File: src/hw/sramPkg.sv
package sramPkg;

   // Basic bus quantities
   typedef logic [7:0] byteT;      // One data byte
   typedef logic [3:0] laneT;      // SIO3 down to SIO0 where lane 0 is SI/SIO0
   typedef logic [7:0] opcodeT;    // Instruction byte
   typedef logic [2:0] byteIdxT;   // Completed bytes in frame up to 4

   // Instruction set
   localparam opcodeT opRead  = 8'h03;   // Read array
   localparam opcodeT opWrite = 8'h02;   // Write array
   localparam opcodeT opRdmr  = 8'h05;   // Read mode register
   localparam opcodeT opWrmr  = 8'h01;   // Write mode register
   localparam opcodeT opEdio  = 8'h3B;   // Enter dual I/O
   localparam opcodeT opEqio  = 8'h38;   // Enter quad I/O
   localparam opcodeT opRstio = 8'hFF;   // Back to single-lane SPI

   // Address bytes after the instruction in a 24-bit bus field
   localparam int addrBytes = 3;

   // Bus width
   typedef enum logic [1:0] {
      ioSpi = 2'b00,   // 1 lane with SI on SIO0 and SO on SIO1
      ioSdi = 2'b01,   // 2 lanes
      ioSqi = 2'b10    // 4 lanes
   } ioModeT;

   // Mode register bits 7:6
   typedef enum logic [1:0] {
      opByte = 2'b00,   // Address holds
      opSeq  = 2'b01,   // Wraps over whole array
      opPage = 2'b10    // Wraps inside one page
   } opModeT;

   // Byte stream from the deserializer
   typedef struct packed {
      logic    active;      // csN low
      logic    byteValid;   // Last bits of a byte on this edge
      byteIdxT byteIdx;     // 0 instr, 1..3 addr, 4 data
      byteT    byteData;    // Assembled byte with MSB first
   } frameT;

   // Load request into the output shifter
   typedef struct packed {
      logic strobe;   // Single-cycle load
      byteT data;     // Byte to shift out
   } txLoadT;

endpackage

File: src/hw/serialDeserializer.sv
`timescale 1ns/100ps

module serialDeserializer (
   input  logic             SCK,
   input  logic             rst,
   input  logic             csN,
   input  sramPkg::laneT    sioIn,
   input  sramPkg::ioModeT  ioMode,
   output sramPkg::frameT   frame
);

   sramPkg::byteT   shiftReg;    // Bits received so far in this byte
   sramPkg::byteT   shiftNext;   // Shifter including the lanes on this edge
   sramPkg::byteIdxT byteCnt;    // Bytes completed in the frame
   logic [2:0]      grpCnt;      // Lane groups received in this byte
   logic            lastGroup;

   // Higher lane carries the higher bit
   always_comb begin
      case (ioMode)
         sramPkg::ioSdi: begin
            shiftNext = {shiftReg[5:0], sioIn[1:0]};
            lastGroup = (grpCnt == 3'd3);
         end
         sramPkg::ioSqi: begin
            shiftNext = {shiftReg[3:0], sioIn[3:0]};
            lastGroup = (grpCnt == 3'd1);
         end
         default: begin
            shiftNext = {shiftReg[6:0], sioIn[0]};
            lastGroup = (grpCnt == 3'd7);
         end
      endcase
   end

   // The byte is reported during the cycle whose edge samples its last bits,
   // so the consumer registers it on that same edge
   assign frame.active    = ~csN;
   assign frame.byteValid = ~csN & lastGroup;
   assign frame.byteIdx   = byteCnt;
   assign frame.byteData  = shiftNext;

   always_ff @(posedge SCK) begin
      if (!csN) begin
         shiftReg <= shiftNext;
      end
   end

   always_ff @(posedge SCK) begin
      if (rst || csN) begin
         grpCnt  <= '0;
         byteCnt <= '0;
      end else if (lastGroup) begin
         grpCnt <= '0;
         if (byteCnt <= sramPkg::byteIdxT'(sramPkg::addrBytes)) begin
            byteCnt <= byteCnt + 1'b1;   // Stops at first data index
         end
      end else begin
         grpCnt <= grpCnt + 1'b1;
      end
   end

endmodule

File: config.mk
export PLATFORM = sky130hd
export DESIGN_NAME = serialDeserializer
export DESIGN_NICKNAME = d
export VERILOG_FILES = /design/src/hw/sramPkg.sv /design/src/hw/serialDeserializer.sv
export SDC_FILE = /design/constraint.sdc
export NUM_CORES = 1
export LEC_CHECK = 0
export BUFFER_PORTS_ARGS = -buffer_cell sky130_fd_sc_hd__buf_2
export CORE_MARGIN = 2
export CORE_UTILIZATION = 47
export DETAILED_ROUTE_END_ITERATION = 10
export GPL_TIMING_DRIVEN = 0
export PLACE_DENSITY = 0.77
export SLEW_MARGIN = 20
export SYNTH_ARGS = -nofsm -noshare
export SYNTH_HDL_FRONTEND = slang
export SYNTH_SLANG_ARGS = --single-unit
File: constraint.sdc
create_clock -name SCK -period 2.7 [get_ports SCK]
set_clock_uncertainty 0.05 [all_clocks]
set_input_delay 0.27 -clock SCK [delete_from_list [all_inputs] [get_ports SCK]]
set_output_delay 0.27 -clock SCK [all_outputs]
set_load 0.05 [all_outputs]
==> results.ini <==
[finish]
synthToLayoutAreaGrowth_pct=22.06
diodes=0
layout_commonest_cell=buf_2
stdcell_area_um2=830.8
fin_nets=106
layout_common_cells=buf_2 (21), nand2_1 (11), o21ai_0 (8)
drive_above_1_share_pct=30.77

[synth]
ys_async_sr_fraction_pct=0
ys.flop_type=edfxtp_1
synth_nets=80
yosysSeqAreaShare_pct=48.53
synth_edf_count=7
netlist_instances=66
syn_area_per_cell_um2=10.31
ys_ff_latch=13
synthDistinctLibCells=21
syn-cell-area_um2=680.7
ys_warn_count=0

[routing]
drt_pass1_iterations=4
viasPerCell=5.217
drc=0
wl_per_cell_um=11.72
vias=553
drt-total-wl_um=1242
drtAntennaViolNets=0
drtIter0Drc=11

[timing]
fin_crit_sh_pct=72.16
fin_setup_tns_ns=0
rsz0062_at_grt=no
slew_headroom_pct=76.55
period_needed_ns=1.948
slew_violations=0
finalHoldViolCount=0
timing.fmax_mhz=513.3
setup_viol=0
max_slew.worst_pin.slew_ns=0.3517

[global_routing]
antenna_found_initial=0
grt_max_degree=11
grt_usage_pct=16.14
grt_pass1_wl_um=2263
first_global_vias=515
grt_overflow_total=0

[critical_path]
r2r-start=byteCnt[0]
crit_buf_inv=4
critPathCapture=frame[4]
cp_data_arrival_time_ns=1.63
worst-path-max-fanout=10
critPathRequiredTime_ns=2.38
setup.worst_path.start=ioMode[0]
r2r_cells=4
crit_chain=buf_2 > inv_1 > ha_1 > clkbuf_1 > nand2_1 > o21ai_0 > buf_2
crit_top_cell=buf_2
reg2reg_to=byteCnt[2]
start_kind=input pin
endpoint_kind=output port
cp_slowest_stage_delay_ns=0.37
crit_cells=7
critical_path.slowest_cell=ha_1
worstSetupPathType=in -> out
crit_family=buffers and inverters
ff2ff_setup_slack_ns=1.29

[cts]
clkTransAtPathRegs_ns=0.07
post_cts_resized=0
cts-root-buf=clkbuf_4
clock_path_buffers=2
clk_latency_ns=0.27
numCtsBuffers=3
post-cts-setup-buffer-count=0
clock_sinks=13
cts_hold_buffers=0
htreeDepth=1
cts_tree=built

[power]
vdd_ir_drop_max_mv=0.3256
power_density_nw_per_um2=563.5
leakagePower_uw=0.0003838
power.total_uw=468.1

[die]
initial_core_util_pct=51.03
dieArea_um2=1769
die_h_um=42.06
rows=13
io_pins=22
core_area_um2=1334
die_w_um=42.06

[run]
drv_cap=0

[outcome]
outcome=completed

[placed_design]
gp_congestion=0.7897
placed_cell_area_um2=804.5
portBuffers=21
dp_hpwl_um=964.4

[min_path]
hold_path_class=in -> reg

==> Yosys cell counts (2+ instances only) <==
master / n / area share (%)
a22oi_1: 6 / 6.6
and3_1: 2 / 1.8
dfxtp_1: 6 / 18
edfxtp_1: 7 / 31
ha_1: 5 / 9.2
inv_1: 4 / 2.2
mux2i_1: 3 / 4.4
nand2_1: 11 / 6.1
nor2_1: 2 / 1.1
o21ai_0: 8 / 5.9
or3_1: 2 / 1.8
==> power breakdown <==
part / internal, uW / switching, uW / total (uW)
clock: 57.1 / 60.4 / 118
sequential: 223 / 7.91 / 231
combinational: 31.2 / 88.5 / 120
==> cells by family after synthesis <==
family	count (synthesis)	synth area share (%)
adders and majority gates	5	9.191
AOI/OAI and AO/OA	16	15.07
xor gates and xnor gates	3	4.964
buffers and inverters	7	5.514
muxes	3	4.412
DFF	13	48.53
and+or+nand+nor	19	12.31
==> metal layers <==
| layer | vias up | track usage, % | wire length (um) |
|---|---|---|---|
| met5 | - | 0 | 0 |
| met4 | 0 | 1.875 | 0 |
| met3 | 0 | 3.448 | 86 |
| met2 | 24 | 26.56 | 569 |
| met1 | 245 | 22.71 | 585 |
| li1 | 284 | - | - |
==> layout make-up <==
cell class	count	area [um^2]
multi-input cells	46	312.8
flip-flops and latches	13	330.3
plain buffers	3	22.52
clock buffers	4	26.28
inverters	4	15.01
well taps	15	18.77
fillers	118	503.0
repair buffers	21	105.1
==> registers in the layout (all words and copies together) (netlist names) <==
signal	count
shiftReg	7
grpCnt	3
byteCnt	3
==> through the flow <==
stage / hold WS [ns] / util [%] / cells / worst slack (ns)
after global routing: 0.1340 / 62.29 / 106 / 0.6128
after global placement: 0.4123 / 60.32 / 102 / 0.7940
after floorplan: 0.2911 / - / 66 / 0.2353
after CTS: 0.1347 / 62.29 / 106 / 0.7694
final: 0.1413 / 62.29 / 106 / 0.7517
after detailed placement: 0.4161 / 60.32 / 102 / 0.7697
==> worst min-delay path by stage <==
stage | depth (start not counted) | start | to | slack, ns
floorplan | 1 | rst | grpCnt[0] | 0.29
global placement | 1 | sioIn[0] | shiftReg[0] | 0.41
detailed placement | 1 | sioIn[0] | shiftReg[0] | 0.42
CTS | 2 | rst | grpCnt[0] | 0.13
global route | 2 | rst | grpCnt[0] | 0.13
finish | 2 | rst | grpCnt[0] | 0.14
Note: power is estimated with default switching activity, not from simulation.
