===== src/hw/sramPkg.sv =====
package sramPkg;

   // Basic bus quantities
   typedef logic [7:0] byteT;      // One data byte
   typedef logic [3:0] laneT;      // SIO3 down to SIO0 where lane 0 is SI/SIO0
   typedef logic [7:0] opcodeT;    // Instruction byte
   typedef logic [2:0] byteIdxT;   // Completed bytes in frame up to 4

   // Instruction set
   localparam opcodeT opRead  = 8'h03;   // Read array
   localparam opcodeT opWrite = 8'h02;   // Write array
   localparam opcodeT opRdmr  = 8'h05;   // Read mode register
   localparam opcodeT opWrmr  = 8'h01;   // Write mode register
   localparam opcodeT opEdio  = 8'h3B;   // Enter dual I/O
   localparam opcodeT opEqio  = 8'h38;   // Enter quad I/O
   localparam opcodeT opRstio = 8'hFF;   // Back to single-lane SPI

   // Address bytes after the instruction in a 24-bit bus field
   localparam int addrBytes = 3;

   // Bus width
   typedef enum logic [1:0] {
      ioSpi = 2'b00,   // 1 lane with SI on SIO0 and SO on SIO1
      ioSdi = 2'b01,   // 2 lanes
      ioSqi = 2'b10    // 4 lanes
   } ioModeT;

   // Mode register bits 7:6
   typedef enum logic [1:0] {
      opByte = 2'b00,   // Address holds
      opSeq  = 2'b01,   // Wraps over whole array
      opPage = 2'b10    // Wraps inside one page
   } opModeT;

   // Byte stream from the deserializer
   typedef struct packed {
      logic    active;      // csN low
      logic    byteValid;   // Last bits of a byte on this edge
      byteIdxT byteIdx;     // 0 instr, 1..3 addr, 4 data
      byteT    byteData;    // Assembled byte with MSB first
   } frameT;

   // Load request into the output shifter
   typedef struct packed {
      logic strobe;   // Single-cycle load
      byteT data;     // Byte to shift out
   } txLoadT;

endpackage


===== src/hw/commandSequencer.sv =====
`timescale 1ns/100ps

module commandSequencer #(
   parameter int AddrWidth = 17,
   parameter int PageBits  = 5
) (
   input  logic                  SCK,
   input  logic                  rst,
   input  sramPkg::frameT        frame,
   output sramPkg::ioModeT       ioMode,
   output logic                  memWe,
   output logic [AddrWidth-1:0]  memAddr,
   output sramPkg::byteT         memWdata,
   input  sramPkg::byteT         memRdata,
   output sramPkg::txLoadT       txLoad
);

   typedef logic [AddrWidth-1:0] addrT;

   typedef enum logic [2:0] {
      instrWait,
      addrCollect,
      writeData,
      readStream,
      modeRead,
      modeWrite,
      ignore
   } seqStateT;

   // Offset bits inside one page
   localparam addrT pageMask = addrT'((1 << PageBits) - 1);

   seqStateT          state;
   sramPkg::opcodeT   instrReg;      // Instruction of this frame
   addrT              addrReg;       // Current array address
   addrT              addrIn;        // Address with the incoming byte appended
   logic [AddrWidth+7:0] addrCat;
   sramPkg::opModeT   opMode;        // Mode register bits 7:6
   logic              loadPending;   // Serializer load on the next edge
   logic              lastAddrByte;

   // Address step after each data byte
   function automatic addrT nextAddr(input addrT cur, input sramPkg::opModeT mode);
      addrT inc;
      inc = cur + 1'b1;
      case (mode)
         sramPkg::opSeq:  nextAddr = inc;
         sramPkg::opPage: nextAddr = (cur & ~pageMask) | (inc & pageMask);
         default:         nextAddr = cur;
      endcase
   endfunction

   // Upper address bits beyond AddrWidth fall off the top
   assign addrCat      = {addrReg, frame.byteData};
   assign addrIn       = addrCat[AddrWidth-1:0];
   assign lastAddrByte = frame.byteValid
                       && (frame.byteIdx == sramPkg::byteIdxT'(sramPkg::addrBytes));

   // Array port
   assign memWe    = (state == writeData) && frame.byteValid;
   assign memWdata = frame.byteData;
   // Start address goes to the array on the edge that completes it
   assign memAddr  = (state == addrCollect) ? addrIn : addrReg;

   assign txLoad.strobe = loadPending;
   assign txLoad.data   = (state == readStream) ? memRdata : {opMode, 6'b000000};

   always_ff @(posedge SCK) begin
      if (rst || !frame.active) begin
         state       <= instrWait;
         loadPending <= 1'b0;
      end else begin
         loadPending <= 1'b0;
         case (state)
            instrWait: begin
               if (frame.byteValid) begin
                  instrReg <= frame.byteData;
                  case (frame.byteData)
                     sramPkg::opRead,
                     sramPkg::opWrite: state <= addrCollect;
                     sramPkg::opRdmr: begin
                        state       <= modeRead;
                        loadPending <= 1'b1;   // Mode byte right after instruction
                     end
                     sramPkg::opWrmr: state <= modeWrite;
                     default:         state <= ignore;   // I/O width or unknown
                  endcase
               end
            end
            addrCollect: begin
               if (frame.byteValid) begin
                  addrReg <= addrIn;
               end
               if (lastAddrByte) begin
                  if (instrReg == sramPkg::opRead) begin
                     state       <= readStream;
                     loadPending <= 1'b1;
                  end else begin
                     state <= writeData;
                  end
               end
            end
            writeData: begin
               if (frame.byteValid) begin
                  addrReg <= nextAddr(addrReg, opMode);
               end
            end
            readStream: begin
               // Address runs one byte ahead of the serializer
               loadPending <= frame.byteValid;
               if (loadPending) begin
                  addrReg <= nextAddr(addrReg, opMode);
               end
            end
            modeRead: begin
               loadPending <= frame.byteValid;   // Mode byte repeats
            end
            modeWrite: begin
               if (frame.byteValid) begin
                  state <= ignore;
               end
            end
            default: ;
         endcase
      end
   end

   // Mode and bus width survive csN high
   always_ff @(posedge SCK) begin
      if (rst) begin
         ioMode <= sramPkg::ioSpi;
         opMode <= sramPkg::opSeq;
      end else if (frame.byteValid) begin
         if (state == instrWait) begin
            case (frame.byteData)
               sramPkg::opEdio:  ioMode <= sramPkg::ioSdi;
               sramPkg::opEqio:  ioMode <= sramPkg::ioSqi;
               sramPkg::opRstio: ioMode <= sramPkg::ioSpi;
               default: ;
            endcase
         end
         if (state == modeWrite) begin
            opMode <= sramPkg::opModeT'(frame.byteData[7:6]);
         end
      end
   end

endmodule


===== config.mk =====
export PLATFORM = sky130hd
export DESIGN_NAME = commandSequencer
export DESIGN_NICKNAME = d
export VERILOG_FILES = /design/src/hw/sramPkg.sv /design/src/hw/commandSequencer.sv
export SDC_FILE = /design/constraint.sdc
export NUM_CORES = 1
export LEC_CHECK = 0
export BUFFER_PORTS_ARGS = -buffer_cell sky130_fd_sc_hd__buf_2
export CORE_UTILIZATION = 45
export DETAILED_ROUTE_END_ITERATION = 8
export PLACE_DENSITY = 0.7
export REMOVE_ABC_BUFFERS = 1
export SLEW_MARGIN = 10
export SYNTH_ARGS = -nofsm -noshare
export SYNTH_HDL_FRONTEND = slang
export SYNTH_SLANG_ARGS = --single-unit

===== constraint.sdc =====
create_clock -name SCK -period 2.6 [get_ports SCK]
set_clock_uncertainty 0.2 [all_clocks]
set_input_delay 0 -clock SCK [delete_from_list [all_inputs] [get_ports SCK]]
set_output_delay 0 -clock SCK [all_outputs]
set_load 0.005 [all_outputs]

==> results.sh <==
export IMPL_ys_top_cells_by_area="edfxtp_1 (34%), mux2_2 (9.7%), dfxtp_1 (7.2%)"
export IMPL_violations="DRC"
export IMPL_critical_path_cell_count=6
export IMPL_worstMarginPinSlew_ns=0.651
export IMPL_drive_above_1_share=0.353
export IMPL_critPathMaxStageDelay_ns=0.53
export IMPL_rsz0062_at_grt="no"
export IMPL_cts_buffers=5
export IMPL_syn2layout_area_growth_pct=22.9
export IMPL_fp_row_count=25
export IMPL_cp_arrival_ns=2.22
export IMPL_ys_warn_count=0
export IMPL_initial_core_util=0.469
export IMPL_synth_seq_cells=33
export IMPL_cp_max_fo=8
export IMPL_die_y_microns=72.2
export IMPL_layout_setup_ws_ns=0.377
export IMPL_path_buf_inv=2
export IMPL_grt_overflow_total=0
export IMPL_clock_latency_ns=0.29
export IMPL_hp_start="frame[10]"
export IMPL_min_path_type="primary input to flop"
export IMPL_total_power_mw=1.22
export IMPL_viasPerCell=5.64
export IMPL_report_final_slew_viol_count=0
export IMPL_worstSetupEndpointType="flop"
export IMPL_r2r_slack_ns=0.39
export IMPL_final_util=0.577
export IMPL_numPortBuffers=59
export IMPL_power_density_mw_per_mm2=450
export IMPL_dp_cells=334
export IMPL_slew_limit_headroom=0.560
export IMPL_seq_area_frac_synth=0.411
export IMPL_place_ws_ns=0.433
export IMPL_antenna_found_initial=0
export IMPL_nNetsFinal=309
export IMPL_syn_area_per_cell_sq_um=9.80
export IMPL_critPathLaunchType="primary input"
export IMPL_max_cap_viol_count=0
export IMPL_reg2reg_from="state[0]"
export IMPL_endpoint="state[0]"
export IMPL_wirelength_microns=5670
export IMPL_cp_top_family="simple AND/OR/NAND/NOR gates"
export IMPL_fmax_ghz=0.450
export IMPL_clock_root_buffer="clkbuf_8"
export IMPL_worstPathRequired_ns=2.60
export IMPL_die_area_sq_mm=0.00521
export IMPL_cts_resized_gates=0
export IMPL_r2r_cells=5
export IMPL_gp_congestion=0.943
export IMPL_final_area_sq_mm=0.00272
export IMPL_ctsHtreeMaxLevel=2
export IMPL_netlist_top_cells_count="edfxtp_1 (25), nand2_1 (24), mux2_2 (19)"
export IMPL_synth_most_common_cell="edfxtp_1"
export IMPL_crit_start="frame[7]"
export IMPL_dpl_cell_area_sq_mm=0.00251
export IMPL_ys_async_sr_fraction=0
export IMPL_drc=2
export IMPL_io_pins=60
export IMPL_clockBufferDepth=2
export IMPL_criticalPathCategory="primary input to flop"
export IMPL_synth_cell_types=53
export IMPL_p_leak_nw=1.10
export IMPL_grt_pass1_vias=1823
export IMPL_detailroute_via_count=1992
export IMPL_detail_route_antenna_nets=0
export IMPL_wl_per_cell_microns=16.1
export IMPL_crit_path_cell_trace="dlygate4sd3_1, buf_2, or2_0, or4_1, or4b_1, a311oi_1"
export IMPL_setup_violations=0
export IMPL_syn_area_sq_mm=0.00222
export IMPL_firstDrtPassIters=7
export IMPL_cts_sinks=33
export IMPL_irDropWorstVdd_uv=191
export IMPL_grt_first_pass_wirelength_microns=9010
export IMPL_synth_edf_count=25
export IMPL_synth_flop_cell="edfxtp_1"
export IMPL_die_width_microns=72.2
export IMPL_drt_iter0_markers=155
export IMPL_gr_usage_all_layers=0.227
export IMPL_hold_violations=0
export IMPL_fin_cells=353
export IMPL_cts_tree="done"
export IMPL_coreArea_sq_mm=0.00472
export IMPL_cp_slowest_cell="dlygate4sd3_1"
export IMPL_synth_top_cell_by_area="edfxtp_1"
export IMPL_dpl_hpwl_microns=3950
export IMPL_period_share=0.855
export IMPL_n_antenna_cell=0
export IMPL_outcome="finished, violations left"
export IMPL_r2r_end="addrReg[6]"
export IMPL_synth_cells=226
export IMPL_clkTransAtPathRegs_ns=0.07
export IMPL_synth_top_cell_area_share=0.339
export IMPL_grt_start_max_net_pins=24
export IMPL_period_needed_ns=2.22
[what timing repair did]
item / in CTS / in global routing
buffers inserted: 0 / 0
hold buffers: 11 / 0
hold endpoints to repair: 21 / 0
[stage by stage]
stage,hold slack [ns],setup TNS [ns]
floorplan,-0.200,-4.15
global placement,0.0159,0
CTS,0.0107,0
finish,0.0201,0
detailed placement,0.0191,0
global route,0.0359,0
[per-layer routing]
metal | track usage | routed length (microns) | up-vias
li1 | - | - | 952
met1 | 0.299 | 2450 | 934
met2 | 0.369 | 2750 | 98
met3 | 0.0472 | 377 | 8
met4 | 0.0850 | 85 | 0
met5 | 0 | 0 | -
[worst min-delay path by stage]
stage	end	slack, ns	depth (start not counted)
after floorplan	memWdata[0]	-0.20	0
after global placement	ioMode[1]	0.02	2
after detailed placement	ioMode[1]	0.02	2
after CTS	loadPending	0.01	4
after global routing	loadPending	0.04	4
final	loadPending	0.02	4
[where the power goes]
part / internal [mW] / switching [mW]
sequential: 0.578 / 0.0132
clock: 0.283 / 0.196
combinational: 0.0747 / 0.0791
total: 0.936 / 0.289
[worst reg2reg max path: cells and delay by family (launching register included)]
kind	cells	cell delay (ns)
buf+inv	1	0.24
simple gates	1	0.25
mux	1	0.26
compound gates	2	0.29
flops	1	0.66
[final cells by class]
type | instances | area, sq um
multi-input combinational | 164 | 1150
timing repair buffer | 77 | 458
tap | 67 | 83.8
sequential | 33 | 911
clock buffer | 6 | 72.6
clock inverter | 2 | 33.8
inverter | 4 | 15.0
fill | 406 | 2000
[cells by family (layout without fill, tap and decap cells)]
kind of cell,Yosys count,in the layout,synth area share
simple gates,97,97,0.258
flops,33,33,0.411
compound gates,32,32,0.0960
buf+inv,29,89,0.0723
mux,21,21,0.106
xor+xnor,13,13,0.0514
fa+ha+maj,1,1,0.00565
[sequential cells by signal, indices dropped and copies added (netlist names), named ones only]
name / flops
opMode: 2
ioMode: 2
state: 2
loadPending: 1
addrReg: 17
instrReg: 8
[cells in the final DEF (no fill, tap or decap), types with 8 or more instances in the layout]
cell type      netlist  final
o21ai_0             14     14
nand3_1             11     11
dlygate4sd3_1        0     11
dfxtp_1              8      8
and3_1               8      8
buf_2                2     59
edfxtp_1            25     25
nand2_1             24     24
xor2_1               9      9
mux2_2              19     19
(Power assumes the default switching activity.)
