$ cat src/hw/sramPkg.sv
package sramPkg;

   // Basic bus quantities
   typedef logic [7:0] byteT;      // One data byte
   typedef logic [3:0] laneT;      // SIO3 down to SIO0 where lane 0 is SI/SIO0
   typedef logic [7:0] opcodeT;    // Instruction byte
   typedef logic [2:0] byteIdxT;   // Completed bytes in frame up to 4

   // Instruction set
   localparam opcodeT opRead  = 8'h03;   // Read array
   localparam opcodeT opWrite = 8'h02;   // Write array
   localparam opcodeT opRdmr  = 8'h05;   // Read mode register
   localparam opcodeT opWrmr  = 8'h01;   // Write mode register
   localparam opcodeT opEdio  = 8'h3B;   // Enter dual I/O
   localparam opcodeT opEqio  = 8'h38;   // Enter quad I/O
   localparam opcodeT opRstio = 8'hFF;   // Back to single-lane SPI

   // Address bytes after the instruction in a 24-bit bus field
   localparam int addrBytes = 3;

   // Bus width
   typedef enum logic [1:0] {
      ioSpi = 2'b00,   // 1 lane with SI on SIO0 and SO on SIO1
      ioSdi = 2'b01,   // 2 lanes
      ioSqi = 2'b10    // 4 lanes
   } ioModeT;

   // Mode register bits 7:6
   typedef enum logic [1:0] {
      opByte = 2'b00,   // Address holds
      opSeq  = 2'b01,   // Wraps over whole array
      opPage = 2'b10    // Wraps inside one page
   } opModeT;

   // Byte stream from the deserializer
   typedef struct packed {
      logic    active;      // csN low
      logic    byteValid;   // Last bits of a byte on this edge
      byteIdxT byteIdx;     // 0 instr, 1..3 addr, 4 data
      byteT    byteData;    // Assembled byte with MSB first
   } frameT;

   // Load request into the output shifter
   typedef struct packed {
      logic strobe;   // Single-cycle load
      byteT data;     // Byte to shift out
   } txLoadT;

endpackage

$ cat src/hw/serialSerializer.sv
`timescale 1ns/100ps

module serialSerializer (
   input  logic             SCK,
   input  logic             rst,
   input  logic             frameActive,
   input  sramPkg::ioModeT  ioMode,
   input  sramPkg::txLoadT  txLoad,
   output sramPkg::laneT    sioOut,
   output sramPkg::laneT    sioOe
);

   sramPkg::byteT shiftReg;    // Bits still to send
   sramPkg::byteT srcByte;     // New byte on a load, else the shifter
   sramPkg::byteT shiftNext;
   sramPkg::laneT laneBits;    // Top bits mapped onto lanes
   sramPkg::laneT laneMask;    // Lanes driven in this mode

   assign srcByte = txLoad.strobe ? txLoad.data : shiftReg;

   always_comb begin
      case (ioMode)
         sramPkg::ioSdi: begin
            laneBits  = {2'b00, srcByte[7:6]};
            shiftNext = srcByte << 2;
            laneMask  = 4'b0011;
         end
         sramPkg::ioSqi: begin
            laneBits  = srcByte[7:4];
            shiftNext = srcByte << 4;
            laneMask  = 4'b1111;
         end
         default: begin
            // SPI output is SO on lane 1
            laneBits  = {2'b00, srcByte[7], 1'b0};
            shiftNext = srcByte << 1;
            laneMask  = 4'b0010;
         end
      endcase
   end

   always_ff @(posedge SCK) begin
      shiftReg <= shiftNext;
      sioOut   <= laneBits;   // Registered output stage
   end

   // Enables turn on with the first load and stay on for the frame
   always_ff @(posedge SCK) begin
      if (rst || !frameActive) begin
         sioOe <= '0;
      end else if (txLoad.strobe) begin
         sioOe <= laneMask;
      end
   end

endmodule

$ cat config.mk
export PLATFORM = sky130hd
export DESIGN_NAME = serialSerializer
export DESIGN_NICKNAME = d
export VERILOG_FILES = /design/src/hw/sramPkg.sv /design/src/hw/serialSerializer.sv
export SDC_FILE = /design/constraint.sdc
export NUM_CORES = 1
export LEC_CHECK = 0
export BUFFER_PORTS_ARGS = -buffer_cell sky130_fd_sc_hd__buf_2
export CORE_MARGIN = 4
export CORE_UTILIZATION = 45
export DETAILED_ROUTE_END_ITERATION = 10
export PLACE_DENSITY = 0.8
export SKIP_LAST_GASP = 1
export SYNTH_ARGS = -nofsm -noshare
export SYNTH_HDL_FRONTEND = slang
export SYNTH_SLANG_ARGS = --single-unit
$ cat constraint.sdc
create_clock -name SCK -period 1.2 [get_ports SCK]
set_input_delay 0.18 -clock SCK [delete_from_list [all_inputs] [get_ports SCK]]
set_output_delay 0.18 -clock SCK [all_outputs]
set_load 0.01 [all_outputs]
==> metrics.md, run 1 <==
| Metric | Value |
|---|---|
| Largest net degree at the start of global routing | `15` |
| Row count | `13` |
| # clock sinks | `14` |
| Yosys cell types | `24` |
| Wire per inst | `11.2 µm` |
| Simple-gate share of the synthesized area | `14.7%` |
| Clk buf depth | `2` |
| Max stage delay on crit path | `0.30 ns` |
| Syn avg cell area | `9.87 µm²` |
| Gate Count Post-Synth | `64` |
| Compound-Gate Fraction of Synth Area | `13.7%` |
| Kind of critical path | `flip-flop to flip-flop` |
| Total GRT Usage | `12.2%` |
| Die area | `2070 µm²` |
| Critical Path End Type | `flip-flop` |
| Die W | `45.5 µm` |
| RSZ-0062 raised after global routing | `false` |
| Initial core utilization | `48.0%` |
| Crit path cell chain | `mux2_2, a22oi_1, o21ai_0` |
| Clock Pin Slew Worst Setup and Hold Paths | `0.07 ns` |
| Post-synthesis sequential area ratio | `44.4%` |
| PD cells | `1200 nW/µm²` |
| Max_cap viols | `0` |
| First-pass GRT wire length | `1850 µm` |
| Peak VDD IR | `0.655 mV` |
| Peak Freq | `1010 MHz` |
| CP max FO | `3` |
| DR iter-0 viols | `10` |
| Fraction of layout cells with a size suffix above 1 | `43.8%` |
| Final hold violations | `0` |
| Detail Placement HPWL | `949 µm` |
| Ys flop type | `dfxtp_1` |
| Nets@finish | `108` |
| Fin crit share | `82.8%` |
| Drt first pass iters | `4` |
| Core Region | `1320 µm²` |
| Yosys top cell area share | `44.4%` |
| Die height | `45.5 µm` |
| GR Overflow Total | `0` |
| Worst r2r src | `shiftReg[1]$_DFF_P_` |
| Cell area after synthesis | `632 µm²` |
| Critical Path AT | `1.13 ns` |
| DP Area | `768 µm²` |
| Slew margin rel. | `77.3%` |
| Mux cell area share after synthesis | `15.0%` |
| Post-DRT Antenna Nets | `0` |
| Final setup viols | `0` |
| Clock Latency Late Sink | `0.27 ns` |
| Adder and majority cell fraction of the synthesized area | `5.94%` |
| Setup TNS | `0 ns` |
| Slew Viols, Final | `0` |
| Initial antenna violation count | `0` |
| Vias per cell | `5.10` |
| CTS tree | `done` |
| Fin area | `791 µm²` |
| Postcts setup bufs | `0` |
| Clk root buf | `clkbuf_4` |
| Vias in the first global route | `441` |
| Leak | `0.388 nW` |
| Residual DRC | `0` |
| Outcome | `finished, final reports clean` |
| Worst Hold Slack | `0.200 ns` |
| Synthesized flop and latch total | `14` |
| Largest family of logic cells by synthesized area | `multiplexers` |
| Cell taking the most area after synthesis | `dfxtp_1` |
| # hold bufs at CTS | `0` |
| Worst setup path startpoint | `shiftReg[1]$_DFF_P_` |
| Worst EP required | `1.34 ns` |
| Clock buffer count from CTS | `3` |
| RePlAce Congestion | `0.742` |
| Clk_skew | `0.00249 ns` |
| Share of synthesized flip-flops with an asynchronous set or reset | `0%` |
| P&R area growth vs syn | `25.1%` |
| Worst Hold Launch | `txLoad[0]` |
| Worst-margin pin slew | `0.340 ns` |
| Post-synth EDFFs | `0` |
| Commonest non-fill, non-tap cell in the layout | `buf_2` |
| Synth Area in XOR/XNOR | `0%` |
| DR vias | `530` |
| Top post-synthesis cells by area | `dfxtp_1, mux2_2, ha_1, o21ai_0, mux2_4` |
| Yosys warns | `0` |
| Hold WC Path Type | `input port to flip-flop` |
| WL final | `1160 µm` |
| Diode count | `0` |
| IO Count | `22` |
| Min cycle time layout | `0.994 ns` |
| Slowest-stage cell, CP | `dfxtp_1` |
| CP startpoint kind | `flip-flop` |
| IO Port Bufs | `21` |
| H-tree levels | `1` |
| Syn Nets | `81` |
| Most frequent cells in the layout | `buf_2, dfxtp_1, nand2_1` |
| Resized Gates After CTS | `0` |
[flip-flops by register name (all words and copies together), names as in the netlist]
name	count
shiftReg	7
sioOe	3
sioOut	4
[cells by family (layout without fill, tap and decap cells)]
| kind of cell | after synthesis | count (layout) |
|---|---|---|
| AND/OR/NAND/NOR | 19 | 19 |
| AO/OA/AOI/OAI | 13 | 13 |
| multiplexers | 8 | 8 |
| adder cells (fa/ha/maj) | 3 | 3 |
| flip-flops | 14 | 14 |
| buffers and inverters | 7 | 32 |
[synth_stat cells (all sizes together) (2+ instances only)]
master  number
mux2i        2
nor2         6
nand2        7
buf          4
ha           3
a22oi        4
inv          2
o21ai        7
dfxtp       14
mux2         6
[stage by stage]
step / cells / setup WS [ns] / util, % / power [mW]
2_1_floorplan: 64 / 0.0926 / - / 0.646
3_3_place_gp: 101 / -0.00178 / 58.3 / 0.712
3_5_place_dp: 101 / -0.0340 / 58.3 / 0.718
4_1_cts: 104 / 0.188 / 60.0 / 0.962
5_1_grt: 104 / 0.133 / 60.0 / 1.01
6_report: 104 / 0.206 / 60.0 / 0.953
[power breakdown]
group          switching [mW]  total [mW]  internal (mW)
combinational          0.0951       0.195         0.0995
clock                   0.130       0.246          0.116
sequential            0.00866       0.512          0.503
[critical path, delay by kind of cell, from the launching register on]
family,cells,cell delay [ns]
flip-flops,1,0.30
AO/OA/AOI/OAI,2,0.29
multiplexers,1,0.28
[layout make-up]
type / count / area (µm²)
inverter: 2 / 7.51
sequential: 14 / 280
multi-input combinational: 43 / 312
fill: 116 / 527
tap: 15 / 18.8
timing repair buffer: 27 / 150
clock buffer: 3 / 22.5
[path summary, 6_finish.rpt]
path | slack, ns | depth (start not counted) | to
worst max-delay path | 0.21 | 3 | shiftReg[5]$_DFF_P_
worst min-delay path | 0.20 | 3 | shiftReg[2]$_DFF_P_
worst max register to register | 0.21 | 3 | shiftReg[5]$_DFF_P_
worst min register to register | 0.47 | 2 | sioOe[1]$_SDFFE_PP0P_
[routing by layer]
metal | GRT usage [%] | part of all wire [%] | vias to the layer above
met5 | 0 | 0 | -
met4 | 5.26 | 2.2 | 0
met3 | 3.56 | 5.1 | 4
met2 | 19.5 | 47 | 13
met1 | 15.1 | 46 | 240
li1 | - | - | 273
No activity file was read; power rests on OpenSTA's default activity.
==> run 2, diff against run 1 <==
Settings changed: ABC_AREA from default to 1, PLACE_DENSITY 0.8 to 0.79.
Clock period 1.2 ns to 1 ns, I/O delays scaled along.
==> metrics.md, run 2 <==
| Metric | Value |
|---|---|
| Final Power | `1.29 mW` |
| CP startpoint kind | `flip-flop` |
| Largest net degree at the start of global routing | `12` |
| Slew Viols, Final | `0` |
| Post-layout util | `59.6%` |
| # clock sinks | `14` |
| Peak Freq | `1090 MHz` |
| PD cells | `1440 nW/µm²` |
| Syn Nets | `122` |
| Worst path buffer plus inverter count | `1` |
| Drt first pass iters | `4` |
| First-pass GRT wire length | `2570 µm` |
| Detail Placement HPWL | `1210 µm` |
| DR iter-0 viols | `15` |
| GR Overflow Total | `0` |
| Setup TNS | `0 ns` |
| WL final | `1520 µm` |
| Fin crit share | `92.0%` |
| Syn avg cell area | `6.79 µm²` |
| Cell taking the most area after synthesis | `dfxtp_1` |
| Commonest non-fill, non-tap cell in the layout | `nand2_1` |
| Min cycle time layout | `0.920 ns` |
| Nets@finish | `151` |
| Share of synthesized flip-flops with an asynchronous set or reset | `0%` |
| Clock buffer count from CTS | `3` |
| Depth of the worst register-to-register path | `4` |
| Crit path cell chain | `buf_2` |
| Yosys cell types | `14` |
| Gate Count Post-Synth | `105` |
| # fillers | `138` |
| Hold path cells | `3` |
| Clock Pin Slew Worst Setup and Hold Paths | `0.08 ns` |
| Clk buf depth | `2` |
| Slowest-stage cell, CP | `dfxtp_1` |
| Worst r2r src | `shiftReg[6]$_DFF_P_` |
| H-tree levels | `1` |
| Die area | `2290 µm²` |
| P&R area growth vs syn | `25.8%` |
| Kind of critical path | `flip-flop to output pin` |
| Critical Path AT | `0.77 ns` |
| Commonest cells in the netlist | `nand2_1, dfxtp_1, inv_1, nand3_1, nor2_1` |
| Resized Gates After CTS | `0` |
| Final setup viols | `0` |
| RSZ-0062 raised after global routing | `false` |
| Fraction of layout cells with a size suffix above 1 | `31.6%` |
| Leak | `0.533 nW` |
| Worst Hold Slack | `0.115 ns` |
| Worst-margin pin slew | `0.257 ns` |
| Post-synth EDFFs | `0` |
| Max stage delay on crit path | `0.35 ns` |
| Residual DRC | `0` |
| IO Port Bufs | `21` |
| Post-synthesis sequential area ratio | `39.3%` |
| Clk_skew | `0.00310 ns` |
| DR vias | `700` |
| Fin area | `897 µm²` |
| Slew margin rel. | `82.9%` |
| Clk root buf | `clkbuf_4` |
| IO Count | `22` |
| FF/Latch Area | `280 µm²` |
| DP Area | `858 µm²` |
| Row count | `14` |
| Die W | `47.8 µm` |
| Wire per inst | `10.2 µm` |
| Yosys top cell area share | `39.3%` |
| Diode count | `0` |
| Final std cells w/o fill | `149` |
| Total GRT Usage | `16.5%` |
| Ys flop type | `dfxtp_1` |
| RePlAce Congestion | `0.748` |
| Core Region | `1510 µm²` |
| Post-Place Worst Slack | `-0.152 ns` |
| Hold EP | `shiftReg[1]$_DFF_P_` |
| Biggest registers after layout | `shiftReg (7), sioOut (4), sioOe (3)` |
| Initial core utilization | `47.3%` |
| Postcts setup bufs | `0` |
| Cell area after synthesis | `713 µm²` |
| Largest register FFs | `7` |
| Outcome | `finished, final reports clean` |
| Worst Hold Launch | `txLoad[0]` |
| Most frequent cells in the layout | `nand2_1, buf_2, dfxtp_1` |
| Multi-input gate area | `347 µm²` |
| Post-Place Cells | `145` |
| Peak VDD IR | `0.957 mV` |
| Post-DRT Antenna Nets | `0` |
| Family with the most delay on the worst path | `flip-flops` |
| CP max FO | `3` |
| Critical Path End Type | `output pin` |
| FF-to-FF setup slack | `0.31 ns` |
| Reg with most FFs | `shiftReg` |
| Final worst slack | `0.0799 ns` |
| FF-to-FF End | `shiftReg[7]$_DFF_P_` |
| CTS tree | `done` |
| Worst EP required | `0.85 ns` |
| Top post-synthesis cells by area | `dfxtp_1, nand2_1, inv_1, nand3_1, ha_1` |
| Final hold violations | `0` |
| Hold WC Path Type | `input port to flip-flop` |
| Max_cap viols | `0` |
| Synthesized flop and latch total | `14` |
| Vias in the first global route | `623` |
| Vias per cell | `4.70` |
| # hold bufs at CTS | `0` |
| Clock Latency Late Sink | `0.28 ns` |
| Yosys warns | `0` |
| Die height | `47.8 µm` |
| Most common cell in the netlist | `nand2_1` |
| Initial antenna violation count | `0` |
==> run 2: cell types whose count changed after synthesis, moves of 3 or more <==
cell / before / now
nand2_2: 0 / 4
nand2_1: 7 / 45
inv_1: 2 / 14
a22oi_1: 3 / 0
nand3_1: 1 / 8
mux2_2: 4 / 0
a21oi_1: 0 / 3
o21ai_0: 6 / 0
==> run 2: power by group <==
| group | switching [mW] | internal, mW |
|---|---|---|
| combinational | 0.143 | 0.111 |
| sequential | 0.0188 | 0.603 |
| clock | 0.192 | 0.222 |
==> run 2: layout make-up <==
class / count / area share (%)
clock buffer: 4 / 4.04
tap: 16 / 2.23
timing repair buffer: 28 / 17.6
sequential: 14 / 31.2
inverter: 15 / 6.28
multi-input combinational: 72 / 38.6
==> run 2: worst max path at each step <==
stage	from	to	slack, ns	cells past startpoint
final	sioOe[2]$_SDFFE_PP0P_	sioOe[3]	0.08	1
after global routing	sioOe[2]$_SDFFE_PP0P_	sioOe[2]	0.04	1
after CTS	sioOe[2]$_SDFFE_PP0P_	sioOe[3]	0.07	1
after detailed placement	ioMode[0]	sioOut[3]$_DFF_P_	-0.15	7
after global placement	ioMode[0]	shiftReg[4]$_DFF_P_	-0.14	8
after floorplan	ioMode[0]	shiftReg[5]$_DFF_P_	0.007	6
==> run 2: tightest hold or removal path: cells and delay by family <==
kind,cells,cell delay [ns]
simple gates,2,0.11
buf+inv,1,0.10
==> run 2: cells by family (layout without fill, tap and decap cells) <==
family	Yosys count	after routing	share of synthesized area (%)
AND/OR/NAND/NOR	65	65	39.5
AO/OA/AOI/OAI	4	4	2.81
adder cells (fa/ha/maj)	3	3	5.26
flip-flops	14	14	39.3
buffers and inverters	19	47	13.2
==> run 2: per-layer routing <==
layer	vias up	global-route usage, %	share of wire, %
met5	-	0	0
met3	4	3.38	6.2
met1	305	19.3	41
li1	368	-	-
met4	0	9.68	2.4
met2	23	27.7	50
==> run 3, diff against run 2 <==
Settings changed: CORE_UTILIZATION 45 to 30, PLACE_DENSITY 0.79 to 0.59.
==> metrics.md, run 3 (same netlist as run 2, synthesis figures left out) <==
| Metric | Value |
|---|---|
| WL final | `1430 µm` |
| CP max FO | `3` |
| # hold bufs at CTS | `0` |
| Leak | `0.531 nW` |
| Slew Viols, Final | `0` |
| # clock sinks | `14` |
| Core Region | `2230 µm²` |
| FF-to-FF setup slack | `0.31 ns` |
| Most frequent cells in the layout | `nand2_1, buf_2, dfxtp_1` |
| Critical Path End Type | `output pin` |
| Family with the most delay on the worst path | `flip-flops` |
| GR met3 Demand/Resource | `1.38%` |
| Worst EP required | `0.85 ns` |
| Post-DRT Antenna Nets | `0` |
| DP Area | `881 µm²` |
| Post-Place Cells | `158` |
| Depth of the worst register-to-register path | `4` |
| Outcome | `finished, final reports clean` |
| IO Count | `22` |
| Peak Freq | `1110 MHz` |
| Postcts setup bufs | `0` |
| DR vias | `674` |
| CP startpoint kind | `flip-flop` |
| Commonest non-fill, non-tap cell in the layout | `nand2_1` |
| Initial core utilization | `31.9%` |
| # fillers | `264` |
| Min cycle time layout | `0.903 ns` |
| Detail Placement HPWL | `1150 µm` |
| Wire per inst | `8.88 µm` |
| Hold path cells | `3` |
| Clk root buf | `clkbuf_4` |
| Initial antenna violation count | `0` |
| Critical Path AT | `0.75 ns` |
| Row count | `17` |
| Die W | `56.8 µm` |
| Fin area | `903 µm²` |
| Residual DRC | `0` |
| Worst path buffer plus inverter count | `1` |
| Nets@finish | `152` |
| Met2 Track Usage GR | `15.8%` |
| GR peak layer | `met2` |
| Vias per cell | `4.19` |
| H-tree levels | `1` |
| Final hold violations | `0` |
| Final setup viols | `0` |
| RePlAce Congestion | `0.774` |
| Clk_skew | `0.00274 ns` |
| Max_cap viols | `0` |
| Vias in the first global route | `623` |
| Hold WC Path Type | `input port to flip-flop` |
| Fraction of layout cells with a size suffix above 1 | `30.8%` |
| Worst-margin pin slew | `0.263 ns` |
| Drt first pass iters | `4` |
| PD cells | `1310 nW/µm²` |
| Clock Latency Late Sink | `0.27 ns` |
| Biggest registers after layout | `shiftReg (7), sioOut (4), sioOe (3)` |
| DR iter-0 viols | `9` |
| Clk buf depth | `2` |
| Die height | `56.8 µm` |
| Resized Gates After CTS | `0` |
| Routing usage on met1 | `12.1%` |
| Peak VDD IR | `0.861 mV` |
| IO Port Bufs | `21` |
| Final std cells w/o fill | `161` |
| Reg with most FFs | `shiftReg` |
| Die area | `3220 µm²` |
| RSZ-0062 raised after global routing | `false` |
| Diode count | `0` |
| P&R area growth vs syn | `26.7%` |
| CTS tree | `done` |
| Worst Hold Slack | `0.115 ns` |
| Slowest-stage cell, CP | `dfxtp_1` |
| Setup TNS | `0 ns` |
| GR Overflow Total | `0` |
| Clock Pin Slew Worst Setup and Hold Paths | `0.08 ns` |
| Kind of critical path | `flip-flop to output pin` |
| Clock buffer count from CTS | `3` |
| Slew margin rel. | `82.4%` |
| Total GRT Usage | `9.92%` |
| Largest register FFs | `7` |
| Crit path cell chain | `buf_2` |
| First-pass GRT wire length | `2500 µm` |
| Fin crit share | `90.3%` |
| Critical Path Stages | `1` |
| Max stage delay on crit path | `0.35 ns` |
| Largest net degree at the start of global routing | `12` |
run 3: changes by cell type in the layout (fill, tap and decap cells not counted):
| cell | before | now |
|---|---|---|
| nor2_2 | 1 | 0 |
| buf_4 | 7 | 8 |
| nor2_1 | 4 | 5 |
| clkbuf_8 | 1 | 0 |
run 3: metrics by stage:
stage,util (%),setup slack [ns],power [mW]
after floorplan,-,0.00678,0.799
after global placement,39.4,-0.144,0.886
after detailed placement,39.4,-0.165,0.890
after CTS,40.4,0.0779,1.20
after global routing,40.4,0.0232,1.27
final,40.4,0.0970,1.18
run 3: report_power, final:
part	switching (mW)	internal (mW)	total, mW	leakage (nW)
logic	0.140	0.113	0.253	0.401
clock network	0.169	0.139	0.308	0.0138
registers	0.0182	0.603	0.621	0.115
total	0.327	0.856	1.18	0.531
run 3: path summary, 6_finish.rpt:
path | startpoint | end
worst min register to register | sioOe[0]$_SDFFE_PP0P_ | sioOe[0]$_SDFFE_PP0P_
worst max-delay path | sioOe[2]$_SDFFE_PP0P_ | sioOe[3]
worst max register to register | shiftReg[6]$_DFF_P_ | shiftReg[7]$_DFF_P_
worst min-delay path | txLoad[0] | shiftReg[1]$_DFF_P_
run 3: final cells by class:
class / instances / area [µm²] / share of cell area [%]
multi-input combinational: 72 / 344 / 38.1
clock buffer: 3 / 22.5 / 2.49
timing repair buffer: 29 / 165 / 18.3
inverter: 15 / 56.3 / 6.23
sequential: 14 / 280 / 31.0
tap: 28 / 35.0 / 3.88
run 3: layer usage:
| layer | routed length [µm] | vias up |
|---|---|---|
| met2 | 698 | 12 |
| li1 | - | 369 |
| met3 | 50 | 2 |
| met1 | 659 | 291 |
| met4 | 21 | 0 |
| met5 | 0 | - |
